===== config.mk =====
export PLATFORM = sky130hd
export DESIGN_NAME = mesh_router
export DESIGN_NICKNAME = d
export VERILOG_FILES = /design/src/design/router_pkg.sv /design/src/design/input_buffer.sv /design/src/design/mesh_router.sv /design/src/design/output_port.sv /design/src/design/route_selector.sv
export SDC_FILE = /design/constraint.sdc
export NUM_CORES = 1
export LEC_CHECK = 0
export BUFFER_PORTS_ARGS = -buffer_cell sky130_fd_sc_hd__buf_2
export CAP_MARGIN = 10
export CORE_ASPECT_RATIO = 0.8
export CORE_UTILIZATION = 40
export DETAILED_ROUTE_END_ITERATION = 7
export SLEW_MARGIN = 20
export SYNTH_ARGS = -nofsm -noshare
export SYNTH_HDL_FRONTEND = slang
export SYNTH_SLANG_ARGS = --single-unit
export TNS_END_PERCENT = 5

===== constraint.sdc =====
create_clock -name clk -period 11.7 [get_ports clk]
set_clock_uncertainty 0.2 [all_clocks]
set_input_delay 2.34 -clock clk [delete_from_list [all_inputs] [get_ports clk]]
set_output_delay 2.34 -clock clk [all_outputs]
set_load 0.03 [all_outputs]

===== src/design/router_pkg.sv =====
package router_pkg;

  // Router ports
  localparam int num_ports = 5;
  localparam int port_idx_width = $clog2(num_ports);

  // Port indices double as bit positions in route words and the port mask
  localparam int port_xp = 0;
  localparam int port_xm = 1;
  localparam int port_yp = 2;
  localparam int port_ym = 3;
  localparam int port_local = 4;

  // Mesh coordinates
  localparam int coord_width = 4;

  // Flit word
  localparam int data_width = 32;
  localparam int reserved_width = data_width - 1 - 4 * coord_width;

  // Routing view of the first word of a packet
  typedef struct packed {
    logic invalid_destination;
    logic [coord_width-1:0] dest_x;
    logic [coord_width-1:0] dest_y;
    logic [coord_width-1:0] src_x;
    logic [coord_width-1:0] src_y;
    logic [reserved_width-1:0] reserved;
  } flit_header;

  // Head flits are read through the header view and body flits as raw payload
  typedef union packed {
    flit_header header;
    logic [data_width-1:0] payload;
  } flit_word;

endpackage


===== src/design/input_buffer.sv =====
`timescale 1ns/100ps

module input_buffer #(
  parameter int FIFO_DEPTH = 4
) (
  input logic clk,
  input logic rst_n,
  input logic in_valid,
  output logic in_ready,
  input logic in_head,
  input logic in_tail,
  input router_pkg::flit_word in_data,
  output logic buf_valid,
  input logic buf_ready,
  output logic buf_head,
  output logic buf_tail,
  output router_pkg::flit_word buf_data
);

  localparam int ptr_width = (FIFO_DEPTH > 1) ? $clog2(FIFO_DEPTH) : 1;
  localparam int count_width = $clog2(FIFO_DEPTH + 1);
  localparam int entry_width = router_pkg::data_width + 2;
  localparam logic [ptr_width-1:0] last_ptr = ptr_width'(FIFO_DEPTH - 1);
  localparam logic [count_width-1:0] full_count = count_width'(FIFO_DEPTH);

  // Head and tail markers sit above the data word
  logic [entry_width-1:0] mem [FIFO_DEPTH];
  logic [entry_width-1:0] rd_entry;
  logic [ptr_width-1:0] wr_ptr;
  logic [ptr_width-1:0] rd_ptr;
  logic [count_width-1:0] count;
  logic push;
  logic pop;

  function automatic logic [ptr_width-1:0] next_ptr(input logic [ptr_width-1:0] ptr);
    return (ptr == last_ptr) ? '0 : ptr + 1'b1;
  endfunction

  assign in_ready = (count != full_count);
  assign buf_valid = (count != '0);
  assign push = in_valid && in_ready;
  assign pop = buf_valid && buf_ready;

  always_ff @(posedge clk) begin
    if (push) begin
      mem[wr_ptr] <= {in_head, in_tail, in_data.payload};
    end
  end

  assign rd_entry = mem[rd_ptr];
  assign buf_head = rd_entry[entry_width-1];
  assign buf_tail = rd_entry[entry_width-2];
  assign buf_data.payload = rd_entry[router_pkg::data_width-1:0];

  always_ff @(posedge clk or negedge rst_n) begin
    if (!rst_n) begin
      wr_ptr <= '0;
      rd_ptr <= '0;
      count <= '0;
    end else begin
      if (push) begin
        wr_ptr <= next_ptr(wr_ptr);
      end
      if (pop) begin
        rd_ptr <= next_ptr(rd_ptr);
      end
      case ({push, pop})
        2'b10: count <= count + 1'b1;
        2'b01: count <= count - 1'b1;
        default: count <= count;
      endcase
    end
  end

endmodule


===== src/design/mesh_router.sv =====
`timescale 1ns/100ps

module mesh_router #(
  parameter int X = 0,
  parameter int Y = 0,
  parameter int SIZE_X = 4,
  parameter int SIZE_Y = 4,
  parameter bit [router_pkg::num_ports-1:0] AVAILABLE_PORTS = '1,
  parameter int FIFO_DEPTH = 4
) (
  input logic clk,
  input logic rst_n,
  input logic [router_pkg::num_ports-1:0] in_valid,
  output logic [router_pkg::num_ports-1:0] in_ready,
  input logic [router_pkg::num_ports-1:0] in_head,
  input logic [router_pkg::num_ports-1:0] in_tail,
  input router_pkg::flit_word in_data [router_pkg::num_ports],
  output logic [router_pkg::num_ports-1:0] out_valid,
  input logic [router_pkg::num_ports-1:0] out_ready,
  output logic [router_pkg::num_ports-1:0] out_head,
  output logic [router_pkg::num_ports-1:0] out_tail,
  output router_pkg::flit_word out_data [router_pkg::num_ports]
);

  localparam int ports = router_pkg::num_ports;

  logic [ports-1:0] gated_valid;
  logic [ports-1:0] fifo_ready;
  logic [ports-1:0] buf_valid;
  logic [ports-1:0] buf_ready;
  logic [ports-1:0] buf_head;
  logic [ports-1:0] buf_tail;
  router_pkg::flit_word buf_data [ports];
  logic [ports-1:0] sel_valid;
  logic [ports-1:0] sel_ready;
  logic [ports-1:0] sel_head;
  logic [ports-1:0] sel_tail;
  router_pkg::flit_word sel_data [ports];
  logic [ports-1:0] route [ports];
  logic [ports-1:0] port_request [ports];
  logic [ports-1:0] port_grant [ports];
  logic [ports-1:0] port_accept;

  // Disabled inputs never accept
  assign gated_valid = in_valid & AVAILABLE_PORTS;
  assign in_ready = fifo_ready & AVAILABLE_PORTS;

  for (genvar i = 0; i < ports; i++) begin : g_input
    input_buffer #(
      .FIFO_DEPTH(FIFO_DEPTH)
    ) input_buffer_i (
      .clk(clk),
      .rst_n(rst_n),
      .in_valid(gated_valid[i]),
      .in_ready(fifo_ready[i]),
      .in_head(in_head[i]),
      .in_tail(in_tail[i]),
      .in_data(in_data[i]),
      .buf_valid(buf_valid[i]),
      .buf_ready(buf_ready[i]),
      .buf_head(buf_head[i]),
      .buf_tail(buf_tail[i]),
      .buf_data(buf_data[i])
    );

    route_selector #(
      .X(X),
      .Y(Y),
      .SIZE_X(SIZE_X),
      .SIZE_Y(SIZE_Y),
      .AVAILABLE_PORTS(AVAILABLE_PORTS)
    ) route_selector_i (
      .clk(clk),
      .rst_n(rst_n),
      .buf_valid(buf_valid[i]),
      .buf_ready(buf_ready[i]),
      .buf_head(buf_head[i]),
      .buf_tail(buf_tail[i]),
      .buf_data(buf_data[i]),
      .sel_valid(sel_valid[i]),
      .sel_ready(sel_ready[i]),
      .route(route[i]),
      .sel_head(sel_head[i]),
      .sel_tail(sel_tail[i]),
      .sel_data(sel_data[i])
    );
  end

  // Request of input i to output j
  always_comb begin
    for (int j = 0; j < ports; j++) begin
      for (int i = 0; i < ports; i++) begin
        port_request[j][i] = sel_valid[i] & route[i][j];
      end
    end
  end

  // Input is ready when a granting output can take the flit
  always_comb begin
    sel_ready = '0;
    for (int i = 0; i < ports; i++) begin
      for (int j = 0; j < ports; j++) begin
        sel_ready[i] = sel_ready[i] | (port_grant[j][i] & port_accept[j]);
      end
    end
  end

  for (genvar j = 0; j < ports; j++) begin : g_output
    if (AVAILABLE_PORTS[j]) begin : g_port
      output_port output_port_i (
        .clk(clk),
        .rst_n(rst_n),
        .request(port_request[j]),
        .req_head(sel_head),
        .req_tail(sel_tail),
        .req_data(sel_data),
        .grant(port_grant[j]),
        .accept(port_accept[j]),
        .out_valid(out_valid[j]),
        .out_ready(out_ready[j]),
        .out_head(out_head[j]),
        .out_tail(out_tail[j]),
        .out_data(out_data[j])
      );
    end else begin : g_off
      assign port_grant[j] = '0;
      assign port_accept[j] = 1'b0;
      assign out_valid[j] = 1'b0;
      assign out_head[j] = 1'b0;
      assign out_tail[j] = 1'b0;
      assign out_data[j] = '0;
    end
  end

endmodule


===== src/design/output_port.sv =====
`timescale 1ns/100ps

module output_port (
  input logic clk,
  input logic rst_n,
  input logic [router_pkg::num_ports-1:0] request,
  input logic [router_pkg::num_ports-1:0] req_head,
  input logic [router_pkg::num_ports-1:0] req_tail,
  input router_pkg::flit_word req_data [router_pkg::num_ports],
  output logic [router_pkg::num_ports-1:0] grant,
  output logic accept,
  output logic out_valid,
  input logic out_ready,
  output logic out_head,
  output logic out_tail,
  output router_pkg::flit_word out_data
);

  localparam int ports = router_pkg::num_ports;
  localparam int idx_width = router_pkg::port_idx_width;

  logic locked;
  logic [ports-1:0] lock_grant;
  logic [ports-1:0] idle_grant;
  logic [idx_width-1:0] last_winner;
  logic [idx_width-1:0] grant_idx;
  logic mux_valid;
  logic mux_head;
  logic mux_tail;
  router_pkg::flit_word mux_data;
  logic transfer;

  // Round robin over inputs presenting a head flit
  always_comb begin : rr_pick
    int idx;
    logic found;
    idle_grant = '0;
    found = 1'b0;
    for (int k = 1; k <= ports; k++) begin
      idx = (int'(last_winner) + k) % ports;
      if (!found && request[idx] && req_head[idx]) begin
        idle_grant[idx] = 1'b1;
        found = 1'b1;
      end
    end
  end

  assign grant = locked ? lock_grant : idle_grant;

  // Flit multiplexer on a one-hot or empty grant
  always_comb begin
    grant_idx = '0;
    mux_head = 1'b0;
    mux_tail = 1'b0;
    mux_data = '0;
    for (int i = 0; i < ports; i++) begin
      if (grant[i]) begin
        grant_idx = idx_width'(i);
        mux_head = req_head[i];
        mux_tail = req_tail[i];
        mux_data = req_data[i];
      end
    end
  end

  assign mux_valid = |(grant & request);
  assign accept = !out_valid || out_ready;
  assign transfer = mux_valid && accept;

  // Packet lock from head to tail
  always_ff @(posedge clk or negedge rst_n) begin
    if (!rst_n) begin
      locked <= 1'b0;
      lock_grant <= '0;
      last_winner <= idx_width'(ports - 1);
    end else if (transfer) begin
      if (!locked) begin
        last_winner <= grant_idx;
      end
      if (mux_tail) begin
        locked <= 1'b0;
        lock_grant <= '0;
      end else if (!locked) begin
        locked <= 1'b1;
        lock_grant <= grant;
      end
    end
  end

  always_ff @(posedge clk or negedge rst_n) begin
    if (!rst_n) begin
      out_valid <= 1'b0;
    end else if (accept) begin
      out_valid <= mux_valid;
    end
  end

  // Output register holds its flit while stalled
  always_ff @(posedge clk) begin
    if (accept) begin
      out_head <= mux_head;
      out_tail <= mux_tail;
      out_data.payload <= mux_data.payload;
    end
  end

endmodule


===== src/design/route_selector.sv =====
`timescale 1ns/100ps

module route_selector #(
  parameter int X = 0,
  parameter int Y = 0,
  parameter int SIZE_X = 4,
  parameter int SIZE_Y = 4,
  parameter bit [router_pkg::num_ports-1:0] AVAILABLE_PORTS = '1
) (
  input logic clk,
  input logic rst_n,
  input logic buf_valid,
  output logic buf_ready,
  input logic buf_head,
  input logic buf_tail,
  input router_pkg::flit_word buf_data,
  output logic sel_valid,
  input logic sel_ready,
  output logic [router_pkg::num_ports-1:0] route,
  output logic sel_head,
  output logic sel_tail,
  output router_pkg::flit_word sel_data
);

  localparam int ports = router_pkg::num_ports;

  logic [router_pkg::coord_width-1:0] dest_x;
  logic [router_pkg::coord_width-1:0] dest_y;
  logic [ports-1:0] route_choice;
  logic [ports-1:0] route_next;
  logic [ports-1:0] route_hold;
  logic start_of_packet;
  logic end_of_packet;
  logic dest_outside;

  assign dest_x = buf_data.header.dest_x;
  assign dest_y = buf_data.header.dest_y;

  // XY order with X resolved first
  always_comb begin
    route_choice = '0;
    if (int'(dest_x) > X) begin
      route_choice[router_pkg::port_xp] = 1'b1;
    end else if (int'(dest_x) < X) begin
      route_choice[router_pkg::port_xm] = 1'b1;
    end else if (int'(dest_y) > Y) begin
      route_choice[router_pkg::port_yp] = 1'b1;
    end else if (int'(dest_y) < Y) begin
      route_choice[router_pkg::port_ym] = 1'b1;
    end else begin
      route_choice[router_pkg::port_local] = 1'b1;
    end
  end

  // Masked off direction falls back to local
  always_comb begin
    route_next = route_choice;
    if ((route_choice & AVAILABLE_PORTS) == '0) begin
      route_next = '0;
      route_next[router_pkg::port_local] = 1'b1;
    end
  end

  assign start_of_packet = buf_valid && buf_head;
  assign end_of_packet = buf_valid && buf_ready && buf_tail;

  assign route = start_of_packet ? route_next : route_hold;

  // Held for body flits and never stored for single flit packets
  always_ff @(posedge clk or negedge rst_n) begin
    if (!rst_n) begin
      route_hold <= '0;
    end else if (end_of_packet) begin
      route_hold <= '0;
    end else if (start_of_packet && !buf_tail) begin
      route_hold <= route_next;
    end
  end

  assign buf_ready = sel_ready && (route != '0);
  assign sel_valid = buf_valid;
  assign sel_head = buf_head;
  assign sel_tail = buf_tail;

  // Range check uses the raw coordinates
  assign dest_outside = (int'(dest_x) >= SIZE_X) || (int'(dest_y) >= SIZE_Y);

  always_comb begin
    sel_data = buf_data;
    if (buf_head && dest_outside) begin
      sel_data.header.invalid_destination = 1'b1;
    end
  end

endmodule


==> impl.org <==
** Placement
- After detailed placement, the total cell area comes to 0.0470 sq mm.
- Total of buffers placed on input and output ports :: 289
- After legalization and detailed placement, the total HPWL measured 92.0 mm.
- After detailed placement, the design holds a cell count of 4,916.
- Final Wtd Congestion :: 0.960

** CTS
- Clock transition at the register clock pins on the worst setup and hold paths after CTS :: 0.07 ns
- Sinks on the clock net :: 862
- TritonCTS clock tree :: done
- Number of levels in the clock H-tree :: 3
- Hold_buf cts :: 0
- CTS max path bufs :: 3
- Total clock buffers created by CTS :: 88
- The root buffer cell chosen for the clock tree is clkbuf_16.
- Resize count post-CTS :: 0
- Clock latency on the worst-skew pair, taken at its later pin, is 0.70 ns.
- After clock tree synthesis, the setup repair step added 0 buffers.

** Synth
- Number of distinct library cells after synthesis :: 119
- In this run the mean area of a mapped cell was around 13 sq um.
- By area, the combinational part of the netlist is dominated by compound AO/OA/AOI/OAI gates.
- Sequential area share after synthesis :: 0.574
- Of the total synthesized cell area, the portion taken by full adders, half adders and majority gates is 0.0383.
- During synthesis, Yosys emitted a total of 0 warnings.
- Primary flip-flop cell chosen by synthesis mapping :: edfxtp_1
- Counting flops with a built-in enable in the synthesized netlist gives 782.
- Netlist area before placement :: 0.0444 sq mm
- Of all flip-flops after synthesis, the portion carrying an async set or reset was 0.0928.
- Synthesis inferred 862 register bits.
- Mux share of post-synthesis cell area :: 0.106
- Parity-gate share of the synthesized area counting xor and xnor cells :: 0.00938
- Simple-gate portion of the synthesized area :: 0.0877
- In the synthesized netlist, the number of instances is 3,335.
- Post-synthesis compound-gate area fraction :: 0.142

** Routing
- Overall via count from detail_route :: 30,000
- The count of nets left with antenna violations once routing finished came out at 0.
- Total DRC errors in the routed layout :: 2
- Router iterations before antenna repair :: 8
- Final Routed Wirelength :: 129 mm
- After detailed routing, the number of vias per cell comes to a little under 6.
- The first routing iteration left around 3,200 violations.
- In the final routed layout, each cell accounts on average for 25.4 microns.

** Worst setup path
- The largest single stage delay on the critical path is 0.79 ns.
- Together, buffers and inverters on the worst path number 5.
- Cell mode on critical path :: ha_1
- Counting cells, the worst reg-to-reg path comes to 27.
- Crit-path slowest cell :: dfrtp_1
- In this run the worst path has a maximum fanout of 38.
- The critical path in this run is classified as flip-flop to flip-flop.
- Critical path required time :: 12.10 ns
- Grouping stages by cell kind, the critical path spends the most delay in simple AND/OR/NAND/NOR gates.
- The worst setup path is launched from a flip-flop.
- At the worst endpoint, the arrival time is between 9 and 10 ns.
- Counting buffers and inverters, the worst setup path is 27 cells deep.
- The worst setup path is captured at a flip-flop.

** Finish
- After routing the design area is between 0.04 and 0.05 sq mm.
- For this run, the post-layout net count is 3,891.
- Leading cell types in the layout, fill and taps excluded :: edfxtp_1, buf_2, nor2_1, nand2_1, mux4_2
- Post-layout utilization of the core :: 0.457
- Of the cells placed in the final design, the portion with a size suffix greater than 1 is 0.215.
- Area occupied by multi-input gates :: 0.0174 sq mm
- Final Instance Count excl. Fillers :: just over 5,000
- Relative to the synthesized area, the layout overhead comes to 12.3%.
- Fill cells in the final layout number 9,719.
- Leaving out fill and tap cells, the most frequent cell in the layout is edfxtp_1.
- Flip-flop and latch area :: approximately 0.025 sq mm

** STA
- Final period utilization :: 0.758
- TNS Setup :: 0 ns
- RSZ-0062 raised after global routing :: false
- Rel. slew slack :: 0.184
- The number of pins exceeding their max-slew limit in the final report is 0.
- Timing would allow up to ~110 MHz.
- Setup violations remaining at the end of the flow were counted as 0.
- The final-report hold violation count was 0.
- At the pin with the least slew margin, the transition time is 1.19 ns.
- Final hold slack :: 0.287 ns
- After layout, the minimum clock period comes to roughly 8.9 ns.

** GRT
- Across every metal layer, demand over resource in global routing totals 0.226.
- Vias in the first global route :: 28,700
- GRT overflow :: 0
- The first global-routing pass estimated 191 mm of wire.
- Antenna violations before repair :: 19
- Entering global routing, the biggest net connects 71 pins.

** Pwr
- The analysis attributes to cell leakage a power of 18.1 nW.
- Total power per unit cell area :: 328 mW/mm^2
- The worst-case IR drop observed on VDD is 502 uV.

** Floorplanning
- Pin placement for this block handled roughly 360 I/O pins.
- Die Height :: 300 microns
- Row generation in the floorplan step produced 108 rows.
- Area of the die :: about 0.11 sq mm
- The die is 374 microns wide.
- For this configuration, the core starts out at a cell density of 0.407.
- Core Footprint :: approximately 0.11 sq mm

** Hold path
- Hold path depth :: 1
- The worst hold path belongs to the class flip-flop to flip-flop.

** Run status
- Violations in the final reports :: DRC
- Result of the run :: complete, but fails checks

** Job
- Across the run, the number of max-cap violations was 0.
[final timing paths]
check | start | endpoint | slack [ns]
max | g_output[0].g_port.output_port_i.last_winner[1] | g_input[1].input_buffer_i.count[2] | 2.83
min | g_output[4].g_port.output_port_i.lock_grant[1] | g_output[4].g_port.output_port_i.lock_grant[1] | 0.29
max reg2reg | g_output[0].g_port.output_port_i.last_winner[1] | g_input[1].input_buffer_i.count[2] | 2.83
min reg2reg | g_output[4].g_port.output_port_i.lock_grant[1] | g_output[4].g_port.output_port_i.lock_grant[1] | 0.29
max in group asynchronous | rst_n | g_input[4].input_buffer_i.rd_ptr[0] | 8.64
min in group asynchronous | rst_n | g_input[1].input_buffer_i.wr_ptr[1] | 1.36
[metal layers]
metal | share of wire | vias to the layer above | global-route usage
met2 | 0.48 | 1200 | 0.367
met5 | 0.00043 | - | 0
met4 | 0.028 | 10 | 0.0617
met1 | 0.41 | 15000 | 0.302
met3 | 0.088 | 209 | 0.0577
li1 | - | 13500 | -
[area by class of cell]
cell class                 instances  area share
antenna                            4    0.000201
clock inverter                    58      0.0117
sequential                       862       0.511
inverter                         126     0.00949
timing repair buffer             343      0.0372
multi-input combinational       2155       0.349
clock buffer                     105      0.0455
tap                             1430      0.0359
[power breakdown]
group	internal, W	total [W]	switching, W
clock network	0.00151	0.00278	0.00128
registers	0.00431	0.00458	0.000275
logic	0.00307	0.00900	0.00593
total	0.00889	0.0164	0.00748
[sequential cells by signal, summed over array words and instances (netlist names)]
name and count:
g_output.g_port.output_port_i.out_tail 3, g_input.input_buffer_i.mem 680, g_output.g_port.output_port_i.locked 3, g_input.route_selector_i.route_hold 15, g_output.g_port.output_port_i.out_head 3, g_output.g_port.output_port_i.lock_grant 15
g_input.input_buffer_i.wr_ptr 10, g_input.input_buffer_i.count 15, g_output.g_port.output_port_i.last_winner 9, g_output.g_port.output_port_i.out_valid 3, g_output.g_port.output_port_i.out_data 96, g_input.input_buffer_i.rd_ptr 10
[cells in the mapped netlist (all sizes together) (24+ instances only)]
master / instances / area (sq um)
nor4: 28 / 236
mux4: 170 / 3830
mux2: 30 / 342
dfrtp: 77 / 1930
nand3: 54 / 270
and3: 29 / 181
a221o: 36 / 360
a21oi: 148 / 759
a21o: 24 / 180
mux2i: 54 / 541
buf: 143 / 940
nand2: 205 / 777
nor3: 68 / 367
edfxtp: 782 / 23500
a22o: 39 / 342
nand2b: 45 / 282
nor2: 215 / 817
a211oi: 39 / 318
inv: 123 / 462
o21ai: 159 / 803
clkbuf: 118 / 444
a22oi: 73 / 548
a31oi: 58 / 363
xnor2: 33 / 304
o211ai: 24 / 190
a211o: 37 / 324
ha: 128 / 1600
[stage by stage]
stage                     setup WS (ns)  power (W)
final                              2.83     0.0164
after global routing               2.16     0.0173
after CTS                          3.04     0.0163
after detailed placement           3.06     0.0135
after global placement             3.02     0.0134
after floorplan                    4.18     0.0108
[cells by family (layout without fill, tap and decap cells)]
logic type	after synthesis	count (layout)
compound gates	875	875
flops	862	862
simple gates	778	778
buf+inv	387	632
mux	254	254
fa+ha+maj	133	133
xor+xnor	45	45
other cells	1	74
(Power assumes the default switching activity.)
